`config.mk`:
```
export PLATFORM = sky130hd
export DESIGN_NAME = qspi_top
export DESIGN_NICKNAME = d
export VERILOG_FILES = /design/src/hdl/qspi_pkg.sv /design/src/hdl/qspi_byte_fifo.sv /design/src/hdl/qspi_apb_regs.sv /design/src/hdl/qspi_xfer_seq.sv /design/src/hdl/qspi_io_engine.sv /design/src/hdl/qspi_top.sv
export SDC_FILE = /design/constraint.sdc
export NUM_CORES = 1
export LEC_CHECK = 0
export BUFFER_PORTS_ARGS = -buffer_cell sky130_fd_sc_hd__buf_4
export CORE_ASPECT_RATIO = 1.2
export CORE_MARGIN = 4
export CORE_UTILIZATION = 44
export DETAILED_ROUTE_END_ITERATION = 8
export PLACE_DENSITY = 0.73
export SLEW_MARGIN = 10
export SYNTH_ARGS = -nofsm -noshare
export SYNTH_HDL_FRONTEND = slang
export SYNTH_SLANG_ARGS = --single-unit
```
`constraint.sdc`:
```
create_clock -name clk -period 6.7 [get_ports clk]
set_input_delay 1.005 -clock clk [delete_from_list [all_inputs] [get_ports clk]]
set_output_delay 1.005 -clock clk [all_outputs]
set_load 0.05 [all_outputs]
```
`src/hdl/qspi_pkg.sv`:
```
package qspi_pkg;

    typedef logic [7:0]  byte_t;
    typedef logic [3:0]  nibble_t;
    typedef logic [3:0]  apb_addr_t;
    typedef logic [31:0] apb_data_t;
    typedef logic [3:0]  count_t;     // 0 selects drain or fill

    typedef enum logic [1:0] {
        LANE_X1 = 2'd0,
        LANE_X2 = 2'd1,
        LANE_X4 = 2'd2
    } lane_width_e;

    typedef enum logic [1:0] {
        XFER_TX  = 2'd0,
        XFER_RX  = 2'd1,
        XFER_DMY = 2'd2
    } xfer_kind_e;

    typedef enum logic [1:0] {SEQ_IDLE, SEQ_ISSUE, SEQ_WAIT_DONE, SEQ_FINISH} seq_state_e;
    typedef enum logic [1:0] {ENG_IDLE, ENG_TX, ENG_RX, ENG_DMY} eng_state_e;

    // register map
    localparam apb_addr_t REG_CTRL   = 4'h0;
    localparam apb_addr_t REG_TXD    = 4'h4;
    localparam apb_addr_t REG_RXD    = 4'h8;
    localparam apb_addr_t REG_STATUS = 4'hC;

    // ctrl fields
    localparam int CTRL_WIDTH_LSB   = 0;
    localparam int CTRL_DIR_BIT     = 2;
    localparam int CTRL_DUMMY_BIT   = 3;
    localparam int CTRL_COUNT_LSB   = 4;
    localparam int CTRL_PATTERN_LSB = 8;

    // status bits, 4 and 5 are write-one-to-clear strobes
    localparam int STAT_TX_NFULL  = 0;
    localparam int STAT_RX_NEMPTY = 1;
    localparam int STAT_BUSY      = 2;
    localparam int STAT_TX_EMPTY  = 3;
    localparam int STAT_TX_CLR    = 4;
    localparam int STAT_RX_CLR    = 5;

endpackage

```
`src/hdl/qspi_byte_fifo.sv`:
```
`timescale 1ns/1ps

module qspi_byte_fifo
    import qspi_pkg::*;
#(
    parameter int FIFO_DEPTH = 16
)(
    input  logic  clk,
    input  logic  rstn,
    input  logic  clr,
    input  logic  push,
    input  byte_t din,
    input  logic  pop,
    output byte_t dout,
    output logic  full,
    output logic  empty
);
    localparam int PTR_W = $clog2(FIFO_DEPTH);
    localparam int CNT_W = $clog2(FIFO_DEPTH + 1);

    byte_t            mem [FIFO_DEPTH];
    logic [PTR_W-1:0] wr_ptr;
    logic [PTR_W-1:0] rd_ptr;
    logic [CNT_W-1:0] count;
    logic             do_push;
    logic             do_pop;

    assign full    = (count == CNT_W'(FIFO_DEPTH));
    assign empty   = (count == '0);
    assign do_push = push && !full;
    assign do_pop  = pop && !empty;
    assign dout    = mem[rd_ptr];

    always_ff @(posedge clk) begin
        if (!rstn || clr) begin
            wr_ptr <= '0;
            rd_ptr <= '0;
            count  <= '0;
        end else begin
            if (do_push)
                wr_ptr <= (wr_ptr == PTR_W'(FIFO_DEPTH - 1)) ? '0 : wr_ptr + 1'b1;
            if (do_pop)
                rd_ptr <= (rd_ptr == PTR_W'(FIFO_DEPTH - 1)) ? '0 : rd_ptr + 1'b1;
            if (do_push && !do_pop)
                count <= count + 1'b1;
            else if (do_pop && !do_push)
                count <= count - 1'b1;
        end
    end

    always_ff @(posedge clk) begin
        if (do_push && !clr)
            mem[wr_ptr] <= din;
    end

endmodule

```
`src/hdl/qspi_apb_regs.sv`:
```
`timescale 1ns/1ps

module qspi_apb_regs
    import qspi_pkg::*;
(
    input  logic        clk,
    input  logic        rstn,
    input  logic        psel,
    input  logic        penable,
    input  logic        pwrite,
    input  apb_addr_t   paddr,
    input  apb_data_t   pwdata,
    output apb_data_t   prdata,
    output logic        pready,
    output logic        pslverr,
    output logic        tx_push,
    output byte_t       tx_din,
    input  logic        tx_full,
    input  logic        tx_empty,
    output logic        tx_clr,
    output logic        rx_pop,
    input  byte_t       rx_head,
    input  logic        rx_empty,
    output logic        rx_clr,
    input  logic        busy,
    output logic        cmd_start,
    output xfer_kind_e  cmd_kind,
    output lane_width_e cmd_width,
    output count_t      cmd_count,
    output nibble_t     cmd_pattern
);
    logic       access;
    logic       sel_ctrl;
    logic       sel_txd;
    logic       sel_rxd;
    logic       sel_status;
    logic [1:0] wr_width;
    logic       wr_dir;
    logic       wr_dummy;
    count_t     wr_count;
    logic       bad_addr;
    logic       bad_dir;
    logic       bad_queue;
    logic       bad_ctrl;
    logic       ok;
    logic       ctrl_wr;

    assign access     = psel && penable;   // no wait states
    assign sel_ctrl   = (paddr == REG_CTRL);
    assign sel_txd    = (paddr == REG_TXD);
    assign sel_rxd    = (paddr == REG_RXD);
    assign sel_status = (paddr == REG_STATUS);

    assign wr_width = pwdata[CTRL_WIDTH_LSB +: 2];
    assign wr_dir   = pwdata[CTRL_DIR_BIT];
    assign wr_dummy = pwdata[CTRL_DUMMY_BIT];
    assign wr_count = pwdata[CTRL_COUNT_LSB +: 4];

    assign bad_addr  = !(sel_ctrl || sel_txd || sel_rxd || sel_status);
    assign bad_dir   = (sel_txd && !pwrite) || (sel_rxd && pwrite);
    assign bad_queue = (sel_txd && pwrite && tx_full) || (sel_rxd && !pwrite && rx_empty);
    assign bad_ctrl  = sel_ctrl && pwrite &&
                       (busy || (wr_width == 2'd3) || (wr_dummy && (wr_count == '0)));

    assign pready  = access;
    assign pslverr = access && (bad_addr || bad_dir || bad_queue || bad_ctrl);
    assign ok      = access && !pslverr;

    assign tx_push = ok && pwrite && sel_txd;
    assign tx_din  = pwdata[7:0];
    assign rx_pop  = ok && !pwrite && sel_rxd;
    assign tx_clr  = ok && pwrite && sel_status && pwdata[STAT_TX_CLR];
    assign rx_clr  = ok && pwrite && sel_status && pwdata[STAT_RX_CLR];
    assign ctrl_wr = ok && pwrite && sel_ctrl;

    // command fields hold until the next accepted ctrl write
    always_ff @(posedge clk) begin
        if (!rstn) begin
            cmd_start   <= 1'b0;
            cmd_kind    <= XFER_TX;
            cmd_width   <= LANE_X1;
            cmd_count   <= '0;
            cmd_pattern <= '0;
        end else begin
            cmd_start <= ctrl_wr;
            if (ctrl_wr) begin
                cmd_kind    <= wr_dummy ? XFER_DMY : (wr_dir ? XFER_TX : XFER_RX);
                cmd_width   <= lane_width_e'(wr_width);
                cmd_count   <= wr_count;
                cmd_pattern <= pwdata[CTRL_PATTERN_LSB +: 4];
            end
        end
    end

    always_comb begin
        prdata = '0;
        if (ok && !pwrite) begin
            case (paddr)
                REG_CTRL: begin
                    prdata[CTRL_WIDTH_LSB +: 2]   = cmd_width;
                    prdata[CTRL_DIR_BIT]          = (cmd_kind == XFER_TX);
                    prdata[CTRL_DUMMY_BIT]        = (cmd_kind == XFER_DMY);
                    prdata[CTRL_COUNT_LSB +: 4]   = cmd_count;
                    prdata[CTRL_PATTERN_LSB +: 4] = cmd_pattern;
                end
                REG_RXD: prdata[7:0] = rx_head;
                REG_STATUS: begin
                    prdata[STAT_TX_NFULL]  = !tx_full;
                    prdata[STAT_RX_NEMPTY] = !rx_empty;
                    prdata[STAT_BUSY]      = busy;
                    prdata[STAT_TX_EMPTY]  = tx_empty;
                end
                default: prdata = '0;
            endcase
        end
    end

endmodule

```
`src/hdl/qspi_xfer_seq.sv`:
```
`timescale 1ns/1ps

module qspi_xfer_seq
    import qspi_pkg::*;
(
    input  logic        clk,
    input  logic        rstn,
    input  logic        cmd_start,
    input  xfer_kind_e  cmd_kind,
    input  lane_width_e cmd_width,
    input  count_t      cmd_count,
    input  nibble_t     cmd_pattern,
    output logic        busy,
    input  logic        tx_empty,
    input  logic        rx_full,
    input  byte_t       tx_head,
    output logic        tx_pop,
    output logic        rx_push,
    output logic        tx_req,
    output logic        rx_req,
    output logic        dmy_req,
    output lane_width_e width,
    output byte_t       tx_byte,
    output nibble_t     pattern,
    input  logic        tx_done,
    input  logic        rx_done,
    input  logic        dmy_done,
    output logic        qspi_csb
);
    seq_state_e state;
    count_t     remaining;
    logic       drain;
    logic       can_issue;
    logic       stop;
    logic       issue;
    logic       done_any;

    // command fields are stable while busy
    assign drain    = (cmd_count == '0);
    assign done_any = tx_done || rx_done || dmy_done;

    always_comb begin
        case (cmd_kind)
            XFER_TX: begin
                can_issue = !tx_empty;
                stop      = drain && tx_empty;
            end
            XFER_RX: begin
                can_issue = !rx_full;
                stop      = drain && rx_full;
            end
            default: begin
                can_issue = 1'b1;
                stop      = 1'b0;
            end
        endcase
    end

    assign issue   = (state == SEQ_ISSUE) && can_issue;
    assign tx_req  = issue && (cmd_kind == XFER_TX);
    assign rx_req  = issue && (cmd_kind == XFER_RX);
    assign dmy_req = issue && (cmd_kind == XFER_DMY);

    assign width   = cmd_width;
    assign pattern = cmd_pattern;
    assign tx_byte = tx_head;
    assign tx_pop  = tx_done;       // head leaves once shifted out
    assign rx_push = rx_done;

    always_ff @(posedge clk) begin
        if (!rstn) begin
            state     <= SEQ_IDLE;
            remaining <= '0;
        end else begin
            case (state)
                SEQ_IDLE: begin
                    if (cmd_start) begin
                        state     <= SEQ_ISSUE;
                        remaining <= cmd_count;
                    end
                end
                SEQ_ISSUE: begin
                    if (stop)
                        state <= SEQ_FINISH;
                    else if (can_issue)
                        state <= SEQ_WAIT_DONE;
                end
                SEQ_WAIT_DONE: begin
                    if (done_any) begin
                        if (!drain && remaining == count_t'(1)) begin
                            state <= SEQ_FINISH;
                        end else begin
                            state     <= SEQ_ISSUE;
                            remaining <= remaining - 1'b1;
                        end
                    end
                end
                default: state <= SEQ_IDLE;
            endcase
        end
    end

    // cs drops in the same cycle as cmd_start
    assign busy     = (state != SEQ_IDLE) || cmd_start;
    assign qspi_csb = !busy;

endmodule

```
`src/hdl/qspi_io_engine.sv`:
```
`timescale 1ns/1ps

module qspi_io_engine
    import qspi_pkg::*;
#(
    parameter logic SCLK_IDLE = 1'b0
)(
    input  logic        clk,
    input  logic        rstn,
    input  lane_width_e width,
    input  logic        tx_req,
    input  logic        rx_req,
    input  logic        dmy_req,
    input  byte_t       tx_byte,
    input  nibble_t     pattern,
    output logic        tx_done,
    output logic        rx_done,
    output logic        dmy_done,
    output byte_t       rx_byte,
    output logic        qspi_sclk,
    output nibble_t     qspi_dir,
    output nibble_t     qspi_mosi,
    input  nibble_t     qspi_miso
);
    eng_state_e  state;
    lane_width_e lane_w;
    logic        phase;      // 0 low half, 1 high half
    logic [2:0]  beat_cnt;   // beats left after this one
    logic        last_low;
    byte_t       tx_sh;
    nibble_t     pat_q;

    function automatic logic [2:0] last_beat(input lane_width_e w);
        case (w)
            LANE_X1: return 3'd7;
            LANE_X2: return 3'd3;
            default: return 3'd1;
        endcase
    endfunction

    assign last_low = (state != ENG_IDLE) && !phase && (beat_cnt == '0);

    always_ff @(posedge clk) begin
        if (!rstn) begin
            state    <= ENG_IDLE;
            phase    <= 1'b0;
            beat_cnt <= '0;
            tx_done  <= 1'b0;
            rx_done  <= 1'b0;
            dmy_done <= 1'b0;
        end else begin
            tx_done  <= last_low && (state == ENG_TX);
            rx_done  <= last_low && (state == ENG_RX);
            dmy_done <= last_low && (state == ENG_DMY);
            if (state == ENG_IDLE) begin
                phase <= 1'b0;
                if (tx_req) begin
                    state    <= ENG_TX;
                    beat_cnt <= last_beat(width);
                end else if (rx_req) begin
                    state    <= ENG_RX;
                    beat_cnt <= last_beat(width);
                end else if (dmy_req) begin
                    state    <= ENG_DMY;
                    beat_cnt <= '0;    // one beat
                end
            end else if (!phase) begin
                phase <= 1'b1;
            end else begin
                phase <= 1'b0;
                if (beat_cnt == '0)
                    state <= ENG_IDLE;
                else
                    beat_cnt <= beat_cnt - 1'b1;
            end
        end
    end

    always_ff @(posedge clk) begin
        if (state == ENG_IDLE) begin
            if (tx_req || rx_req || dmy_req) begin
                lane_w <= width;
                tx_sh  <= tx_byte;
                pat_q  <= pattern;
            end
        end else if (state == ENG_TX && phase) begin
            case (lane_w)
                LANE_X1: tx_sh <= {tx_sh[6:0], 1'b0};
                LANE_X2: tx_sh <= {tx_sh[5:0], 2'b00};
                default: tx_sh <= {tx_sh[3:0], 4'b0000};
            endcase
        end
        // sample at the end of the low half
        if (state == ENG_RX && !phase) begin
            case (lane_w)
                LANE_X1: rx_byte <= {rx_byte[6:0], qspi_miso[1]};
                LANE_X2: rx_byte <= {rx_byte[5:0], qspi_miso[1:0]};
                default: rx_byte <= {rx_byte[3:0], qspi_miso};
            endcase
        end
    end

    always_comb begin
        qspi_sclk = SCLK_IDLE;
        qspi_dir  = 4'b0000;
        qspi_mosi = 4'b0000;
        case (state)
            ENG_TX: begin
                qspi_sclk = phase;
                case (lane_w)
                    LANE_X1: begin
                        qspi_dir  = 4'b0001;
                        qspi_mosi = {3'b000, tx_sh[7]};
                    end
                    LANE_X2: begin
                        qspi_dir  = 4'b0011;
                        qspi_mosi = {2'b00, tx_sh[7:6]};
                    end
                    default: begin
                        qspi_dir  = 4'b1111;
                        qspi_mosi = tx_sh[7:4];
                    end
                endcase
            end
            ENG_RX: qspi_sclk = phase;
            ENG_DMY: begin
                qspi_sclk = phase;
                qspi_dir  = 4'b1111;   // dummy always drives the pattern
                qspi_mosi = pat_q;
            end
            default: ;
        endcase
    end

endmodule

```
`src/hdl/qspi_top.sv`:
```
`timescale 1ns/1ps

module qspi_top
    import qspi_pkg::*;
#(
    parameter int   FIFO_DEPTH = 16,
    parameter logic SCLK_IDLE  = 1'b0
)(
    input  logic      clk,
    input  logic      rstn,
    input  logic      psel,
    input  logic      penable,
    input  logic      pwrite,
    input  apb_addr_t paddr,
    input  apb_data_t pwdata,
    output apb_data_t prdata,
    output logic      pready,
    output logic      pslverr,
    output logic      qspi_csb,
    output logic      qspi_sclk,
    output nibble_t   qspi_dir,
    output nibble_t   qspi_mosi,
    input  nibble_t   qspi_miso
);
    logic        tx_push, tx_pop, tx_clr, tx_full, tx_empty;
    logic        rx_push, rx_pop, rx_clr, rx_full, rx_empty;
    byte_t       tx_din, tx_head, rx_head, rx_byte, tx_byte;
    logic        busy, cmd_start;
    xfer_kind_e  cmd_kind;
    lane_width_e cmd_width, width;
    count_t      cmd_count;
    nibble_t     cmd_pattern, pattern;
    logic        tx_req, rx_req, dmy_req;
    logic        tx_done, rx_done, dmy_done;

    qspi_apb_regs u_regs (
        .clk(clk), .rstn(rstn),
        .psel(psel), .penable(penable), .pwrite(pwrite), .paddr(paddr), .pwdata(pwdata),
        .prdata(prdata), .pready(pready), .pslverr(pslverr),
        .tx_push(tx_push), .tx_din(tx_din), .tx_full(tx_full), .tx_empty(tx_empty),
        .tx_clr(tx_clr), .rx_pop(rx_pop), .rx_head(rx_head), .rx_empty(rx_empty),
        .rx_clr(rx_clr), .busy(busy), .cmd_start(cmd_start), .cmd_kind(cmd_kind),
        .cmd_width(cmd_width), .cmd_count(cmd_count), .cmd_pattern(cmd_pattern)
    );

    qspi_byte_fifo #(.FIFO_DEPTH(FIFO_DEPTH)) u_txq (
        .clk(clk), .rstn(rstn), .clr(tx_clr), .push(tx_push), .din(tx_din),
        .pop(tx_pop), .dout(tx_head), .full(tx_full), .empty(tx_empty)
    );

    // filled by the engine through the sequencer
    qspi_byte_fifo #(.FIFO_DEPTH(FIFO_DEPTH)) u_rxq (
        .clk(clk), .rstn(rstn), .clr(rx_clr), .push(rx_push), .din(rx_byte),
        .pop(rx_pop), .dout(rx_head), .full(rx_full), .empty(rx_empty)
    );

    qspi_xfer_seq u_seq (
        .clk(clk), .rstn(rstn), .cmd_start(cmd_start), .cmd_kind(cmd_kind),
        .cmd_width(cmd_width), .cmd_count(cmd_count), .cmd_pattern(cmd_pattern),
        .busy(busy), .tx_empty(tx_empty), .rx_full(rx_full), .tx_head(tx_head),
        .tx_pop(tx_pop), .rx_push(rx_push), .tx_req(tx_req), .rx_req(rx_req),
        .dmy_req(dmy_req), .width(width), .tx_byte(tx_byte), .pattern(pattern),
        .tx_done(tx_done), .rx_done(rx_done), .dmy_done(dmy_done), .qspi_csb(qspi_csb)
    );

    qspi_io_engine #(.SCLK_IDLE(SCLK_IDLE)) u_eng (
        .clk(clk), .rstn(rstn), .width(width),
        .tx_req(tx_req), .rx_req(rx_req), .dmy_req(dmy_req),
        .tx_byte(tx_byte), .pattern(pattern),
        .tx_done(tx_done), .rx_done(rx_done), .dmy_done(dmy_done), .rx_byte(rx_byte),
        .qspi_sclk(qspi_sclk), .qspi_dir(qspi_dir), .qspi_mosi(qspi_mosi),
        .qspi_miso(qspi_miso)
    );

endmodule

```
==> results of run 1 <==
==> cell families after synthesis <==
group / after synthesis / synth area share
xor+xnor: 13 / 0.00783
other cells: 1 / 0.000258
buf+inv: 87 / 0.0317
flops: 340 / 0.659
simple gates: 225 / 0.0759
compound gates: 149 / 0.0668
mux: 127 / 0.137
fa+ha+maj: 24 / 0.0217
==> stage by stage <==
stage	setup WS, ps	util	area (sq um)	total power [W]	std cells
3_3_place_gp	2480	0.468	15200	0.00242	1380
4_1_cts	2650	0.503	16300	0.00431	1442
2_1_floorplan	2850	-	14600	0.00239	985
3_5_place_dp	2430	0.468	15200	0.00242	1380
5_1_grt	2520	0.503	16300	0.00440	1442
6_report	2700	0.503	16300	0.00428	1442
==> critical path, stage by stage (launching register included) <==
cell     delay (ps)
dfxtp_1         980
nor2_1          390
a22oi_1         260
o21ai_0         160
o22ai_1         300
a21o_1          170
buf_4           210
==> routing by layer <==
layer	GRT usage	wire length [um]
met5	0	0
met2	0.283	15400
met4	0.0541	899
met1	0.221	12400
met3	0.0255	1810
==> registers in the layout, summed over array words and instances (netlist names), 2 cells and up, named ones only <==
register,count
u_eng.lane_w,2
u_txq.mem,128
u_eng.state,2
u_rxq.count,5
u_rxq.rd_ptr,4
u_rxq.mem,128
u_regs.cmd_count,4
u_seq.state,2
u_eng.tx_sh,8
u_eng.rx_byte,8
u_txq.wr_ptr,4
u_eng.beat_cnt,3
u_regs.cmd_kind,2
u_regs.cmd_pattern,4
u_regs.cmd_width,2
u_txq.count,5
u_eng.pat_q,4
u_rxq.wr_ptr,4
u_seq.remaining,4
u_txq.rd_ptr,4
==> power by group through the flow <==
stage	sequential (W)	clock, W	combinational [W]
global route	0.00227	0.00201	0.000115
finish	0.00227	0.00190	0.000107
CTS	0.00227	0.00193	0.000107
floorplan	0.00232	0	0.0000749
detailed placement	0.00232	0	0.000107
global placement	0.00232	0	0.000105
==> final cells by class <==
class / instances / area, sq um
Inverter: 16 / 60.1
Fill cell: 2658 / 16100
Sequential cell: 340 / 9590
Clock buffer: 47 / 952
Timing Repair Buffer: 59 / 443
Multi-Input combinational cell: 558 / 4580
Clock inverter: 15 / 170
Tap cell: 407 / 509
==> cells in the mapped netlist, types with 5 or more instances <==
cell type,count,area share
buf_1,6,0.0015
dfxtp_1,62,0.085
ha_1,22,0.019
mux2i_1,59,0.041
nand2b_1,12,0.0052
nand2_1,46,0.012
buf_2,18,0.0062
o21ai_0,38,0.013
nand3_1,9,0.0031
a211oi_1,8,0.0041
a21oi_1,37,0.013
edfxtp_1,278,0.57
o21a_1,5,0.0026
a22oi_1,16,0.0083
mux4_2,56,0.087
clkbuf_1,20,0.0052
mux2_2,12,0.0093
nor3_1,18,0.0062
o22ai_1,8,0.0034
inv_1,16,0.0041
xnor2_1,8,0.0048
a21o_1,9,0.0046
xor2_1,5,0.0030
buf_4,24,0.012
nor3b_1,5,0.0026
or3_1,5,0.0022
nor2_1,95,0.025
and2_1,9,0.0039
==> worst max-delay path by stage <==
stage	start	slack [ps]	end	cells past startpoint
CTS	flip-flop	2650	prdata[7]	6
detailed placement	paddr[0]	2430	u_txq.count[4]$_SDFFE_PP0P_	11
floorplan	pwdata[4]	2850	pslverr	5
global placement	paddr[0]	2480	u_txq.count[4]$_SDFFE_PP0P_	11
global route	flip-flop	2520	prdata[4]	6
finish	flip-flop	2700	prdata[7]	6
==> flow_summary.yaml, run 1 <==
synthesis:
  synth_enable_flop_cells: 278
  synth.ff_latch_count: 340
  syn_inst: 966
  avgSynthCellArea_sq_um: 15.1
  synth_cell_type_count: 68
  synth_flop_cell: "edfxtp_1"
  yosysSeqAreaShare: 0.659
  synth_warnings: 0
  synthesis.area_sq_um: 14500
  ys_async_sr_fraction: 0
status:
  status: "finished clean"
clock_tree:
  cts_tree: "yes"
  cts_hold_buffers: 0
  htreeDepth: 2
  cts_buffer_depth: 3
  cts_made_buffers: 35
  cts-root-buf: "clkbuf_16"
  post_cts_buffers: 0
  cts.repair.resized: 0
  clk_latency_ps: 520
  clk_transition_reported_paths_ps: 60
  cts_num_sinks: 340
cells_and_area:
  area_growth_pct: 12.1
  final_nets: 1079
  final_cell_mix: "edfxtp_1 (278), nor2_1 (95), dfxtp_1 (61)"
  drive_gt1_frac: 0.189
  antenna_cells: 0
  layout_commonest_cell: "edfxtp_1"
worst_setup_path:
  critPathLaunchType: "flip-flop"
  crit_arrival_ps: 2990
  end_kind: "primary output"
  r2r_setup_slack_ps: 3240
  worstPathRequired_ps: 5690
  r2r_cells: 10
  cp_max_fo: 19
  crit_type: "reg -> out"
  r2r_end: "u_txq.count[4]$_SDFFE_PP0P_"
  r2r-start: "u_txq.count[0]$_SDFFE_PP0P_"
route:
  drtIter0Drc: 685
  wl_per_cell_um: 21.2
  vias_per_cell: 5.65
  drt_pass1_iterations: 5
  postRouteAntennaNets: 0
  routed_wl_um: 30500
  num_vias: 8144
  drc: 0
floorplan:
  start_util: 0.449
  dieHeight_um: 207
  pin_count: 89
  fp.dieArea_sq_um: 36000
  die_w_um: 174
  core_area_sq_um: 32400
  fp-row-count: 72
pwr:
  leakagePower_nw: 5.43
  peakVddDrop_mv: 0.221
  p_comb_frac: 0.025
  p_switching_w: 0.000863
  power.internal_w: 0.00342
  power_density_nw_per_um2: 262
  p_clk_frac: 0.444
  power_frac_seq: 0.531
  swShare: 0.202
min_path:
  worstHoldStart: "u_regs.cmd_pattern[1]$_SDFFE_PN0P_"
  hold_path.class: "reg -> reg"
  min_path_cells: 0
  holdPathEnd: "u_eng.pat_q[1]$_DFFE_PP_"
global_route:
  grt_first_pass_wirelength_um: 47100
  grt.total_usage: 0.166
  grt_max_degree: 33
  grt_pass1_vias: 8120
  antenna_found_initial: 0
  grt_overflow_total: 0
timing:
  worst_pin_slew_ps: 1170
  whs_ps: 493
  layout_min_cycle_time_ps: 4000
  slew_headroom: 0.218
  drv_slew: 0
  max_freq_mhz: 250
  fin_skew_ps: 31.2
  hold_violations: 0
  period_share: 0.597
  grt_setup_unrepaired: "no"
  setup_violations: 0
  fin_setup_tns_ps: 0
place:
  placement.io_buffers: 48
  hpwl_um: 20400
  place.gp.congestion: 0.840
flow_run:
  drv_cap: 0
Note: power is estimated with default switching activity, not from simulation.
==> run 2: changes to the inputs <==
Settings changed: ABC_AREA set to 1.
Clock period 6.7 ns to 3.95 ns, I/O delays scaled along.
==> run 2 against run 1 <==
Compared with the run above: register-to-register slack got worse by 2400 ps; global-route usage rose by 1.9 points; largest power group unchanged; die area rose by 3.0%; critical path depth rose by 1; critical path type unchanged; first-iteration DRC count rose by 60%; clock power rose by 85%.
==> flow_summary.yaml, run 2 <==
worst_setup_path:
  crit_type: "reg -> out"
  cp_max_fo: 26
  cp_slowest_cell: "clkinv_1"
  path_cells: "clkinv_1, nand3_1, nand3_1, a21oi_1, o21ai_0, a21oi_1, buf_4"
  crit_arrival_ps: 2920
  worstPathRequired_ps: 3360
  r2r_cells: 16
  end_kind: "primary output"
  critPathLaunchType: "flip-flop"
  critPathMaxStageDelay_ps: 670
cells_and_area:
  top_regs: "u_rxq.mem: 128 flops, u_txq.mem: 128 flops"
  final_cell_mix: "edfxtp_1 (278), nand2_1 (222), nor2_1 (215)"
  seqCellArea_sq_um: 9590
  n_fill_cell: 2880
  area_growth_pct: 12.9
  multiInputGateArea_sq_um: 4650
  postLayoutCellArea_sq_um: 16900
  drive_gt1_frac: 0.102
  layout_commonest_cell: "edfxtp_1"
  final_nets: 1533
timing:
  grt_setup_unrepaired: "no"
  finalWorstSetupSlack_ps: 437
  fin_skew_ps: 25.9
  setup_violations: 0
  hold_violations: 0
  slew_headroom: 0.219
  fin_setup_tns_ps: 0
  drv_slew: 0
  period_share: 0.889
  layout_min_cycle_time_ps: 3510
  worst_pin_slew_ps: 1160
  max_freq_mhz: 285
synthesis:
  muxShareOfSynthArea: 0.00400
  yosysSeqAreaShare: 0.639
  synth_cell_type_count: 49
  synth_compound_area_frac: 0.0970
  synth_fa_ha_area_frac: 0.0210
  yosys.area.top_type_share: 0.556
  synth_flop_cell: "edfxtp_1"
  syn_inst: 1427
  synth.ff_latch_count: 340
  synth_warnings: 0
  avgSynthCellArea_sq_um: 10.5
  synth_xor_area_frac: 0.00875
  synthSimpleGateAreaFrac: 0.174
  synth_top_area_cell: "edfxtp_1"
  synth.most_common_cell: "edfxtp_1"
  synth_commonest_cells: "edfxtp_1 (278), nand2_1 (222), nor2_1 (215), o21ai_0 (127), nand3_1 (112)"
  synth_area_leaders: "edfxtp_1 (56%), dfxtp_1 (8.3%), nand2_1 (5.6%)"
  synthesis.area_sq_um: 15000
  ys_async_sr_fraction: 0
  synth_enable_flop_cells: 278
  synth_top_family_by_area: "simple AND/OR/NAND/NOR gates"
place:
  placement.io_buffers: 48
  place_area_sq_um: 15700
  preCtsSetupSlack_ps: 602
  place.gp.congestion: 0.903
  hpwl_um: 23100
route:
  drc: 0
  num_vias: 10699
  vias_per_cell: 5.51
  routed_wl_um: 35400
  met1_length_um: 13500
  highest_layer: "met4"
  postRouteAntennaNets: 0
  wl_met3_um: 2530
  wl_met2_um: 17900
  drt_pass1_iterations: 5
  wl_per_cell_um: 18.2
  drtIter0Drc: 1094
global_route:
  grt_pass1_vias: 10235
  grt_overflow_total: 0
  grt.total_usage: 0.185
  grt_first_pass_wirelength_um: 55000
  grt_max_degree: 72
  antenna_found_initial: 1
floorplan:
  fp.dieArea_sq_um: 37100
  die_w_um: 177
  fp-row-count: 73
  dieHeight_um: 210
  pin_count: 89
  core_area_sq_um: 33400
  start_util: 0.449
clock_tree:
  cts.repair.resized: 0
  htreeDepth: 2
  cts_buffer_depth: 3
  cts_made_buffers: 36
  clk_latency_ps: 520
  cts-root-buf: "clkbuf_16"
  cts_num_sinks: 340
  cts_hold_buffers: 0
  cts_tree: "yes"
  clk_transition_reported_paths_ps: 60
  post_cts_buffers: 0
status:
  status: "finished clean"
min_path:
  hold_path.class: "in -> reg"
  min_path_cells: 3
pwr:
  peakVddDrop_mv: 0.340
  total_power_w: 0.00750
  power_density_nw_per_um2: 443
  leakagePower_nw: 6.22
flow_run:
  drv_cap: 0
run 2: where the power goes:
group	internal [W]	leakage [nW]	switching [W]
Clock	0.00215	0.604	0.00136
Sequential	0.00384	3.00	0.000000576
Combinational	0.0000292	2.61	0.000116
Total	0.00602	6.22	0.00148
run 2: final cells by class:
class	instances	share of cell area
multi-input combinational	916	0.275
antenna	1	0.000148
clock buffer	49	0.0603
inverter	104	0.0230
tap	450	0.0332
clock inverter	17	0.0134
timing repair buffer	66	0.0292
sequential	340	0.566
run 2: layer usage:
layer  track usage  vias to the layer above
met5             0                        -
met4        0.0750                        0
met3        0.0294                       94
met2         0.322                      461
met1         0.232                     5130
li1              -                     5014
run 2: cell families after synthesis:
group	count (synthesis)
adders and majority gates	24
DFF	340
muxes	6
buffers and inverters	190
other	1
AOI/OAI and AO/OA	249
and+or+nand+nor	602
xor gates and xnor gates	15
run 2: worst paths after layout:
path / to / from / slack, ps
setup reg to reg: u_txq.count[4]$_SDFFE_PP0P_ / u_txq.count[0]$_SDFFE_PP0P_ / 820
hold reg to reg: u_eng.pat_q[3]$_DFFE_PP_ / u_regs.cmd_pattern[3]$_SDFFE_PN0P_ / 430
hold / removal: u_regs.cmd_pattern[2]$_SDFFE_PN0P_ / pwdata[10] / 340
setup / recovery: prdata[3] / flip-flop / 440
run 2: critical path: cells and delay by family, from the launching register on:
kind | cells | cell delay [ps]
buffers and inverters | 2 | 930
AND/OR/NAND/NOR | 2 | 470
flip-flops | 1 | 340
AO/OA/AOI/OAI | 3 | 650
run 2: through the flow:
stage / utilization / hold WS [ps] / std cells
2_1_floorplan: - / 408 / 1446
3_3_place_gp: 0.469 / 430 / 1876
3_5_place_dp: 0.469 / 425 / 1876
4_1_cts: 0.507 / 322 / 1942
5_1_grt: 0.507 / 346 / 1943
6_report: 0.507 / 344 / 1943
